File: config.mk
export PLATFORM = sky130hd
export DESIGN_NAME = busSizer
export DESIGN_NICKNAME = d
export VERILOG_FILES = /design/src/source/busSizingPkg.sv /design/src/source/laneCtrlIf.sv /design/src/source/cycleSequencer.sv /design/src/source/laneSteering.sv /design/src/source/busSizer.sv
export SDC_FILE = /design/constraint.sdc
export NUM_CORES = 1
export LEC_CHECK = 0
export BUFFER_PORTS_ARGS = -buffer_cell sky130_fd_sc_hd__buf_2
export CORE_ASPECT_RATIO = 1.25
export CORE_MARGIN = 3
export CORE_UTILIZATION = 25
export DETAILED_ROUTE_END_ITERATION = 6
export GPL_TIMING_DRIVEN = 0
export PLACE_DENSITY_LB_ADDON = 0.08
export SETUP_SLACK_MARGIN = 0.1
export SLEW_MARGIN = 15
export SYNTH_ARGS = -nofsm -noshare
export SYNTH_HDL_FRONTEND = slang
export SYNTH_SLANG_ARGS = --single-unit
File: constraint.sdc
create_clock -name CLK40 -period 2.6 [get_ports CLK40]
set_input_delay 0.52 -clock CLK40 [delete_from_list [all_inputs] [get_ports CLK40]]
set_output_delay 0.52 -clock CLK40 [all_outputs]
set_load 0.02 [all_outputs]
File: src/source/busSizingPkg.sv
`default_nettype none

package busSizingPkg;

    // One 32-bit data word, seen whole or by byte lane
    // Lane uu is bits 31:24 and ll is bits 7:0, as on the 68040 bus
    typedef struct packed {
        logic [7:0] uu;
        logic [7:0] um;
        logic [7:0] lm;
        logic [7:0] ll;
    } busLanes_s;

    typedef union packed {
        logic [31:0] long;
        busLanes_s   lanes;
    } busWord_u;

    // Port termination as the pair {tackN, teaN}
    // Both low means the port asks the CPU to retry the cycle
    typedef enum logic [1:0] {
        termRetry  = 2'b00,
        termNormal = 2'b01,
        termError  = 2'b10,
        termWait   = 2'b11
    } termCode_e;

    // Sequencer states, named so that waveforms read easily
    typedef enum logic [2:0] {
        idle,
        decode,
        firstWait,
        secondStart,
        secondHold,
        secondWait
    } cycleState_e;

    // Values of the portSize input
    localparam logic longPortSize = 1'b0;
    localparam logic wordPortSize = 1'b1;

endpackage

`default_nettype wire

File: src/source/laneCtrlIf.sv
`timescale 1ns/1ns
`default_nettype none

// Lane steering controls from the sequencer to the data multiplexers
interface laneCtrlIf
    import busSizingPkg::*;
();

    // A read cycle owns the CPU data bus
    logic     readActive;
    // A write cycle owns the port data bus
    logic     writeActive;
    // Swap the upper and lower words between CPU and port
    logic     flipWord;
    // Feed the CPU upper lanes from the held first half
    logic     latchEn;
    // Drive address 2 to the port for the second half
    logic     a2En;
    // Upper word of the first half of a split read
    // Lanes lm and ll carry nothing useful
    busWord_u latched;

    modport sequencer (
        output readActive, writeActive, flipWord, latchEn, a2En, latched
    );

    modport steering (
        input readActive, writeActive, flipWord, latchEn, a2En, latched
    );

endinterface

`default_nettype wire

File: src/source/cycleSequencer.sv
`timescale 1ns/1ns
`default_nettype none

module cycleSequencer
    import busSizingPkg::*;
(
    input  logic         CLK40,
    input  logic         RESETn,
    input  logic         tsCpuN,
    input  logic         rnw,
    input  logic [1:0]   siz,
    input  logic [1:0]   aCpu,
    input  logic         lbenN,
    input  logic         tbiN,
    input  logic         portSize,
    input  logic         tackN,
    input  logic         teaN,
    input  busWord_u     dPortRd,
    output logic         tsPortN,
    output logic         taCpuN,
    output logic         teaCpuN,
    laneCtrlIf.sequencer lane
);

    cycleState_e state;
    termCode_e   portTerm;
    busWord_u    latchWord;
    logic [1:0]  beatCount;
    logic        tsDelay;
    logic        tsEn;
    logic        taDis;
    logic        mismatch;
    logic        longWord;
    logic        burst;
    logic        readActive;
    logic        writeActive;
    logic        flipWord;
    logic        latchEn;
    logic        a2En;
    logic        startSeen;
    logic        lastBeat;

    assign portTerm = termCode_e'({tackN, teaN});

    // A CPU start counts only for off-board cycles and only while idle
    assign startSeen = (state == idle) && !tsDelay && lbenN;

    // The beat just acknowledged ends the CPU cycle
    // Single transfers end at once and bursts stop early on burst inhibit
    assign lastBeat = !burst || !tbiN || (beatCount == 2'd3);

    //////////////////////////////////////////////////
    // Transfer start
    //////////////////////////////////////////////////

    // tsDelay is the CPU start one clock late
    // The port start is registered once more, for forwarded and generated cycles alike
    always_ff @(posedge CLK40) begin
        if (!RESETn) begin
            tsDelay <= 1'b1;
            tsPortN <= 1'b1;
        end else begin
            tsDelay <= tsCpuN;
            tsPortN <= !(startSeen || tsEn);
        end
    end

    //////////////////////////////////////////////////
    // Termination to the CPU
    //////////////////////////////////////////////////

    // During the first half of a split cycle the plain acknowledge is hidden
    // A retry still shows both signals, and an error always gets through
    assign taCpuN  = tackN | (taDis & teaN);
    assign teaCpuN = teaN;

    //////////////////////////////////////////////////
    // Transfer and bus sizing FSM
    //////////////////////////////////////////////////

    always_ff @(posedge CLK40) begin
        if (!RESETn) begin
            state       <= idle;
            beatCount   <= 2'd0;
            tsEn        <= 1'b0;
            taDis       <= 1'b0;
            mismatch    <= 1'b0;
            longWord    <= 1'b0;
            burst       <= 1'b0;
            readActive  <= 1'b0;
            writeActive <= 1'b0;
            flipWord    <= 1'b0;
            latchEn     <= 1'b0;
            a2En        <= 1'b0;
        end else begin
            case (state)
                idle: begin
                    if (startSeen) begin
                        readActive  <= rnw;
                        writeActive <= !rnw;
                        // SIZ 00 is a long word and 11 a line, both 32 bits wide
                        longWord    <= (siz[1] == siz[0]);
                        burst       <= (siz == 2'b11);
                        beatCount   <= 2'd0;
                        state       <= decode;
                    end else begin
                        // Lanes go quiet one clock after any termination
                        readActive  <= 1'b0;
                        writeActive <= 1'b0;
                        flipWord    <= 1'b0;
                        latchEn     <= 1'b0;
                        a2En        <= 1'b0;
                        taDis       <= 1'b0;
                    end
                end
                decode: begin
                    // Entered for every new cycle and for each further split beat
                    mismatch <= (portSize == wordPortSize) && longWord;
                    taDis    <= (portSize == wordPortSize) && longWord;
                    // A word at address 2 sits on the upper lanes of a word port
                    flipWord <= (portSize == wordPortSize) && aCpu[1];
                    latchEn  <= 1'b0;
                    a2En     <= 1'b0;
                    tsEn     <= 1'b0;
                    state    <= firstWait;
                end
                firstWait: begin
                    case (portTerm)
                        termNormal: begin
                            if (mismatch) begin
                                state <= secondStart;
                            end else begin
                                beatCount <= beatCount + 2'd1;
                                if (lastBeat) begin
                                    state <= idle;
                                end
                            end
                        end
                        termRetry, termError: begin
                            // Already passed to the CPU, so no second half is run
                            state <= idle;
                        end
                        default: begin
                            state <= firstWait;
                        end
                    endcase
                end
                secondStart: begin
                    // Take over the low word at address 2
                    latchEn  <= readActive;
                    a2En     <= 1'b1;
                    tsEn     <= 1'b1;
                    taDis    <= 1'b0;
                    flipWord <= 1'b1;
                    state    <= secondHold;
                end
                secondHold: begin
                    tsEn  <= 1'b0;
                    state <= secondWait;
                end
                secondWait: begin
                    case (portTerm)
                        termNormal: begin
                            beatCount <= beatCount + 2'd1;
                            latchEn   <= 1'b0;
                            a2En      <= 1'b0;
                            if (lastBeat) begin
                                state <= idle;
                            end else begin
                                // Next beat starts its own high word port cycle
                                tsEn  <= 1'b1;
                                state <= decode;
                            end
                        end
                        termRetry, termError: begin
                            state <= idle;
                        end
                        default: begin
                            state <= secondWait;
                        end
                    endcase
                end
                default: begin
                    state <= idle;
                end
            endcase
        end
    end

    //////////////////////////////////////////////////
    // First half latch
    //////////////////////////////////////////////////

    // The high word of a split read is held until the second half completes
    always_ff @(posedge CLK40) begin
        if ((state == firstWait) && (portTerm == termNormal) && mismatch && readActive) begin
            latchWord <= {dPortRd.lanes.uu, dPortRd.lanes.um, 16'h0000};
        end
    end

    assign lane.readActive  = readActive;
    assign lane.writeActive = writeActive;
    assign lane.flipWord    = flipWord;
    assign lane.latchEn     = latchEn;
    assign lane.a2En        = a2En;
    assign lane.latched     = latchWord;

endmodule

`default_nettype wire

File: src/source/laneSteering.sv
`timescale 1ns/1ns
`default_nettype none

module laneSteering
    import busSizingPkg::*;
(
    laneCtrlIf.steering lane,
    input  logic [1:0]  aCpu,
    input  busWord_u    dCpuWr,
    input  busWord_u    dPortRd,
    output busWord_u    dCpuRd,
    output busWord_u    dPortWr,
    output logic [1:0]  aPort
);

    //////////////////////////////////////////////////
    // Read lanes, port to CPU
    //////////////////////////////////////////////////

    // Upper lanes come from the held first half once the second half runs
    // Lower lanes take the port's upper word when the word is flipped
    always_comb begin
        dCpuRd = '0;
        if (lane.readActive) begin
            if (lane.latchEn) begin
                dCpuRd.lanes.uu = lane.latched.lanes.uu;
                dCpuRd.lanes.um = lane.latched.lanes.um;
            end else begin
                dCpuRd.lanes.uu = dPortRd.lanes.uu;
                dCpuRd.lanes.um = dPortRd.lanes.um;
            end
            if (lane.flipWord) begin
                dCpuRd.lanes.lm = dPortRd.lanes.uu;
                dCpuRd.lanes.ll = dPortRd.lanes.um;
            end else begin
                dCpuRd.lanes.lm = dPortRd.lanes.lm;
                dCpuRd.lanes.ll = dPortRd.lanes.ll;
            end
        end
    end

    //////////////////////////////////////////////////
    // Write lanes, CPU to port
    //////////////////////////////////////////////////

    // A flipped word moves the CPU lower lanes up to where a word port looks
    // The lower lanes still follow the CPU so a long port sees the whole word
    always_comb begin
        dPortWr = '0;
        if (lane.writeActive) begin
            dPortWr.lanes.lm = dCpuWr.lanes.lm;
            dPortWr.lanes.ll = dCpuWr.lanes.ll;
            if (lane.flipWord) begin
                dPortWr.lanes.uu = dCpuWr.lanes.lm;
                dPortWr.lanes.um = dCpuWr.lanes.ll;
            end else begin
                dPortWr.lanes.uu = dCpuWr.lanes.uu;
                dPortWr.lanes.um = dCpuWr.lanes.um;
            end
        end
    end

    //////////////////////////////////////////////////
    // Port address
    //////////////////////////////////////////////////

    // The second half of a split cycle goes to address 2
    // Otherwise the CPU address passes straight on
    assign aPort = lane.a2En ? 2'b10 : aCpu;

endmodule

`default_nettype wire

File: src/source/busSizer.sv
`timescale 1ns/1ns
`default_nettype none

module busSizer
    import busSizingPkg::*;
(
    input  logic       CLK40,
    input  logic       RESETn,

    // 68040 side
    input  logic       tsCpuN,
    input  logic       rnw,
    input  logic [1:0] siz,
    input  logic [1:0] aCpu,
    input  busWord_u   dCpuWr,
    // Burst inhibit from the addressed target
    input  logic       tbiN,
    // Low when the cycle is served on board
    input  logic       lbenN,
    output busWord_u   dCpuRd,
    output logic       taCpuN,
    output logic       teaCpuN,

    // Expansion port side
    output logic       tsPortN,
    output logic [1:0] aPort,
    output busWord_u   dPortWr,
    input  busWord_u   dPortRd,
    // High for a 16-bit port
    input  logic       portSize,
    input  logic       tackN,
    input  logic       teaN
);

    //////////////////////////////////////////////////
    // Control path
    //////////////////////////////////////////////////

    // Lane controls travel from the FSM to the multiplexers on one bundle
    laneCtrlIf lane ();

    // Runs the CPU cycle, splits long words and gates the termination
    cycleSequencer cycleSequencer_i (
        .CLK40    (CLK40),
        .RESETn   (RESETn),
        .tsCpuN   (tsCpuN),
        .rnw      (rnw),
        .siz      (siz),
        .aCpu     (aCpu),
        .lbenN    (lbenN),
        .tbiN     (tbiN),
        .portSize (portSize),
        .tackN    (tackN),
        .teaN     (teaN),
        .dPortRd  (dPortRd),
        .tsPortN  (tsPortN),
        .taCpuN   (taCpuN),
        .teaCpuN  (teaCpuN),
        .lane     (lane.sequencer)
    );

    //////////////////////////////////////////////////
    // Data path
    //////////////////////////////////////////////////

    // Purely combinational, so data and address follow the controls directly
    laneSteering laneSteering_i (
        .lane    (lane.steering),
        .aCpu    (aCpu),
        .dCpuWr  (dCpuWr),
        .dPortRd (dPortRd),
        .dCpuRd  (dCpuRd),
        .dPortWr (dPortWr),
        .aPort   (aPort)
    );

endmodule

`default_nettype wire

# After elaboration in Yosys (flattened, before gate mapping)
# Index checks and enable logic that the tools add are counted.
totals:
  reg_bits: 33
  latch_bits: 0
  mem_bits_rw: 0
  romBits: 0
  input_bits: 77
  out_inout_bits: 69
  mem_count: 0
classes:
  addsub: 1
  multipliers: 0
  div_mod_pow: 0
  order_cmp: 0
  eq_ne: 17
  n_shift: 0
  muxes: 29
  bitwise: 2
  reduce_logical: 29
ops:
  columns: ["op", "count"]
  rows:
  - ["32-bit two-way mux", 2]
  - ["16-bit two-way mux", 3]
  - ["3-bit one-hot mux with 6 select lines", 1]
  - ["3-bit one-hot mux with 2 select lines", 2]
  - ["2-bit two-way mux", 5]
  - ["3-bit two-way mux", 3]
  - ["1-bit one-hot mux with 3 select lines", 3]
  - ["3-bit nonzero test", 3]
  - ["2-bit != test (second input constant)", 4]
  - ["1-bit one-hot mux with 4 select lines", 2]
  - ["1-bit logical AND", 7]
  - ["1-bit two-way mux", 7]
  - ["2-bit == test (second input constant)", 3]
  - ["3-bit by 2-bit == test with 1-bit output (second input constant)", 2]
  - ["3-bit == test (second input constant)", 2]
  - ["2-bit one-hot mux with 3 select lines", 1]
  - ["2-bit AND reduction", 3]
  - ["3-bit AND reduction", 2]
  - ["1-bit zero test", 5]
  - ["5-bit AND reduction", 1]
  - ["2-bit by 1-bit != test with 1-bit output (second input constant)", 2]
  - ["4-bit by 2-bit != test with 1-bit output (second input constant)", 1]
  - ["4-bit nonzero test", 1]
  - ["2-bit OR reduction", 2]
  - ["other kinds (9)", 11]

# Longest topological paths before layout
depth:
  ltp_word: 7
  depth_mapped: 5
  ltp_nobuf: 5

# By module
# From an unflattened synthesis, not the netlist that was laid out.
hier_totals:
  cells_unflattened: 259
  area_unflattened_um2: 2556.2
by_module_without_submodules:
  columns: ["module", "n_inst", "cells_each", "area_per_inst_um2"]
  rows:
  - ["cycleSequencer", 1, 133, 1537.7]
  - ["laneSteering", 1, 126, 1018.5]

# Least setup slack after synthesis
# No wires, ideal clock.
synth_path:
  kind: "flip-flop to flip-flop"
  start: "register cycleSequencer_i.state[1]"
  end: "register cycleSequencer_i.latchWord (netlist bit cycleSequencer_i.lane.latched[16]) (enable)"
  t_arrival_ns: 1.353
  path_slack_ns: 0.874
  stages_incl_launch_ff: 4
  path_buffers: 0
  period_less_slack_ns: 1.726
  path_cell_list: "dfxtp_1 > or3b_1 > nor2_1 > and3_1"
synth_between:
  elab_chain_cells: 4
synth_rtl:
  columns: ["element", "line_no", "source"]
  rows:
  - ["from (decl)", "cycleSequencer.sv:25", "cycleState_e state;"]
  - ["from (signal assigned)", "cycleSequencer.sv:83", "state <= idle;"]
  - ["from (signal assigned)", "cycleSequencer.sv:105", "state <= decode;"]
  - ["from (signal assigned)", "cycleSequencer.sv:125", "state <= firstWait;"]
  - ["3-bit by 2-bit == test with 1-bit output", "cycleSequencer.sv:196", "if ((state == firstWait) && (portTerm == termNormal) && mismatch && readActive) begin"]
  - ["1-bit logical AND (3 in series)", "cycleSequencer.sv:196", null]
  - ["to (signal assigned)", "cycleSequencer.sv:197", "latchWord <= {dPortRd.lanes.uu, dPortRd.lanes.um, 16'h0000};"]
  - ["to (decl)", "cycleSequencer.sv:27", "busWord_u latchWord;"]
# No other way between the ends.
# A chain may end at the register's enable or synchronous reset.

==> metrics.md <==
| Metric | Value |
|---|---|
| Status | completed |
| Placed cell count | a little over 500 |
| GR Util All Layers | 0.130 |
| Pre-CTS setup slack | about 450 ps |
| Largest fanout on the critical path | 10 |
| Inserted Diodes | 0 |
| Tmin final | 2080 ps |
| CTS clk-pin slew, worst paths | 70 ps |
| Routed vias | between 2,000 and 2,500 |
| Worst vdd ir | between 0.00015 and 0.0002 V |
| CP endpoint kind | output port |
| Unrepaired setup endpoints after global routing | no |
| YS warnings | 0 |
| Sink of the worst hold path | cycleSequencer_i.tsDelay$_SDFF_PN1_ |
| Post-CTS Setup Repair Bufs | 0 |
| R2r setup slk | ~600 ps |
| Finished Layout Cells | 512 |
| Total core area | between 0.008 and 0.009 sq mm |
| Routed Wire Length | 7080 um |
| Vias in the first global route | roughly 2,200 |
| Max incr delay on CP | about 340 ps |
| Initial drt markers | 76 |
| Starting Density | 0.260 |
| Critical path buffers and inverters | 3 |
| Num CTS Buffers | 5 |
| Area after DPL | roughly 0.0032 sq mm |
| Post-route setup TNS | 0 ps |
| Die Ht | about 110 um |
| FF+latch count, synth | 33 |
| Setup WS post-layout | between 500 and 600 ps |
| Post-synth EDFFs | 16 |
| Worst r2r src | cycleSequencer_i.state[1]$_SDFFE_PN0P_ |
| Synth top area share | 0.218 |
| Syn avg cell area | ~9.6 sq um |
| Crit-path most repeated cell | buf_2 |
| Fmax achieved | 481 MHz |
| Die Width | 91.8 um |
| Synth Instances | 240 |
| Min-delay src | tsCpuN |
| Worst-margin pin slew | 786 ps |
| CP Data Required Time | 2080 ps |
| Register area share after synthesis | 0.357 |
| DP HPWL | 5590 um |
| GP Congestion | ~0.69 |
| Cell Pwr Density | between 300 and 400 mW/mm^2 |
| Cell family with most CP delay | buffers and inverters |
| Synth async-reset ratio | 0 |
| Area growth from synthesis to layout | 41.6% |
| Synth top cells by count | 53 x nor2b_1, 50 x mux2i_1, 17 x dfxtp_1, 16 x and2_1, 16 x edfxtp_1 |
| Root Driver | clkbuf_8 |
| Clock buffer depth | 2 |
| Sink Count | 33 |
| Area leader, netlist | mux2i_1 |
| CTS tree | done |
| Smallest hold slack | roughly 420 ps |
| Clock latency at the later pin of the worst-skew pair | a little under 300 ps |
| I/O Pins | about 150 |
| R2R Path End | cycleSequencer_i.lane.latched[28]$_DFFE_PP_ |
| Nets | between 400 and 500 |
| MaxCap Viol Count | 0 |
| Hold Path Stages | 2 |
| Max Transition Viols Final | 0 |
| Largest net degree at the start of global routing | 17 |
| Cell depth of the worst flop-to-flop path | 3 |
| Number of port buffers | around 140 |
| Kind of critical path | reg -> out |
| Relative slew slack | 0.476 |
| CP cell instances | buf_2 > buf_2 > mux2i_1 > nor2b_1 > buf_2 |
| Die Area | 0.0104 sq mm |
| Initial antenna violation count | 0 |
| Site row count | 38 |
| Max H-tree Level | 2 |
| Worst path slowest cell | buf_2 |
| Mapped Area | 0.00230 sq mm |
| Final ANT Viol Nets | 0 |
| Fin crit share | 0.799 |
| Final Hold Vio Count | 0 |
| CTS Hold Bufs | 0 |
| Clock skew | about 11 ps |
| Final setup violation count | 0 |
| Ys flop type | dfxtp_1 |
| Drt drc | 0 |
| Startpoint types | flip-flop |
| Iteration count of the initial detailed-routing pass | 4 |
| Most frequent cell after synthesis | nor2b_1 |
| Hold WC Path Type | in -> reg |
| Syn nets | 319 |
| Lkg Pwr | around 0.0015 uW |
| Total grt overflow | 0 |
| Fillers | 968 |
| Via density | 4.38 |
| Post-CTS sizing | 0 |
| Worst Path Arrival | about 1600 ps |
| Library cells used by synthesis | 39 |
| Share of layout cells above drive strength 1 | 0.431 |
| Fin area | between 0.003 and 0.004 sq mm |
| First-pass GRT wire length | between 10,000 and 15,000 um |
| Synth top area cells | mux2i_1 22%, edfxtp_1 21%, dfxtp_1 15%, nor2b_1 14%, and2_1 4.4% |
| DR WL/cell | ~14 um |
==> stage by stage <==
step | util | power (uW)
after floorplan | - | 710
after global placement | 0.359 | 817
after detailed placement | 0.359 | 820
after CTS | 0.368 | 1210
after global routing | 0.368 | 1250
final | 0.368 | 1190
==> cells in the final DEF (no fill, tap or decap), types with 3 or more instances in the layout <==
master / Yosys / routed
and2_1: 16 / 16
a21oi_1: 9 / 9
nand2_1: 8 / 8
edfxtp_1: 16 / 16
nor2b_1: 53 / 53
mux2i_1: 50 / 50
buf_4: 3 / 3
buf_2: 7 / 151
a21boi_0: 4 / 4
dfxtp_1: 17 / 17
o21ai_0: 8 / 8
nand3_1: 4 / 4
clkbuf_1: 8 / 8
clkbuf_8: 0 / 5
nand2b_1: 5 / 5
nor2_1: 3 / 3
==> layout make-up <==
type | instances | area (sq um) | share of cell area
Buffer | 18 | 87.6 | 0.0269
Clock buffer | 5 | 68.8 | 0.0211
Multi-Input combinational cell | 187 | 1380 | 0.425
Tap cell | 120 | 150 | 0.0461
Timing Repair Buffer | 144 | 721 | 0.221
Clock inverter | 3 | 17.5 | 0.00538
Inverter | 2 | 7.51 | 0.00231
Sequential cell | 33 | 821 | 0.252
==> cell families after synthesis <==
| logic type | after synthesis | share of synthesized area |
|---|---|---|
| flops | 33 | 0.357 |
| mux | 50 | 0.218 |
| fa+ha+maj | 2 | 0.0109 |
| simple gates | 103 | 0.284 |
| buf+inv | 20 | 0.0413 |
| compound gates | 32 | 0.0892 |
==> sequential cells by signal (all words and copies together) (netlist names) <==
name / flops
cycleSequencer_i.lane.latched: 16
cycleSequencer_i.state: 3
cycleSequencer_i.beatCount: 2
cycleSequencer_i.burst: 1
cycleSequencer_i.lane.a2En: 1
cycleSequencer_i.lane.flipWord: 1
cycleSequencer_i.lane.latchEn: 1
cycleSequencer_i.lane.readActive: 1
cycleSequencer_i.lane.writeActive: 1
cycleSequencer_i.longWord: 1
cycleSequencer_i.mismatch: 1
cycleSequencer_i.taDis: 1
cycleSequencer_i.tsDelay: 1
cycleSequencer_i.tsEn: 1
cycleSequencer_i.tsPortN: 1
==> power by group <==
| group | switching [uW] | internal (uW) | leakage [uW] |
|---|---|---|---|
| clock | 202 | 185 | 0.0000439 |
| combinational | 131 | 114 | 0.00116 |
| sequential | 7.13 | 554 | 0.000282 |
| total | 340 | 853 | 0.00149 |
==> routing by layer <==
| metal | track usage | share of wire | vias to the layer above |
|---|---|---|---|
| met5 | 0 | 0 | - |
| met4 | 0.0297 | 0.0089 | 0 |
| met3 | 0.0293 | 0.061 | 6 |
| met2 | 0.238 | 0.51 | 80 |
| met1 | 0.153 | 0.42 | 1025 |
| li1 | - | - | 1133 |
==> worst max path at each step <==
stage                                                            from                                     endpoint  slack [ps]  cells past startpoint
final                     cycleSequencer_i.lane.flipWord$_SDFFE_PN0P_                                   dCpuRd[14]         520                      5
after global routing      cycleSequencer_i.lane.flipWord$_SDFFE_PN0P_                                   dCpuRd[12]         370                      5
after CTS                 cycleSequencer_i.lane.flipWord$_SDFFE_PN0P_                                   dCpuRd[12]         500                      5
after detailed placement                                        tackN  cycleSequencer_i.lane.latched[25]$_DFFE_PP_         450                      4
after global placement                                          tackN  cycleSequencer_i.lane.latched[29]$_DFFE_PP_         440                      4
after floorplan                cycleSequencer_i.state[1]$_SDFFE_PN0P_  cycleSequencer_i.lane.latched[16]$_DFFE_PP_         870                      3
(Power assumes the default switching activity.)
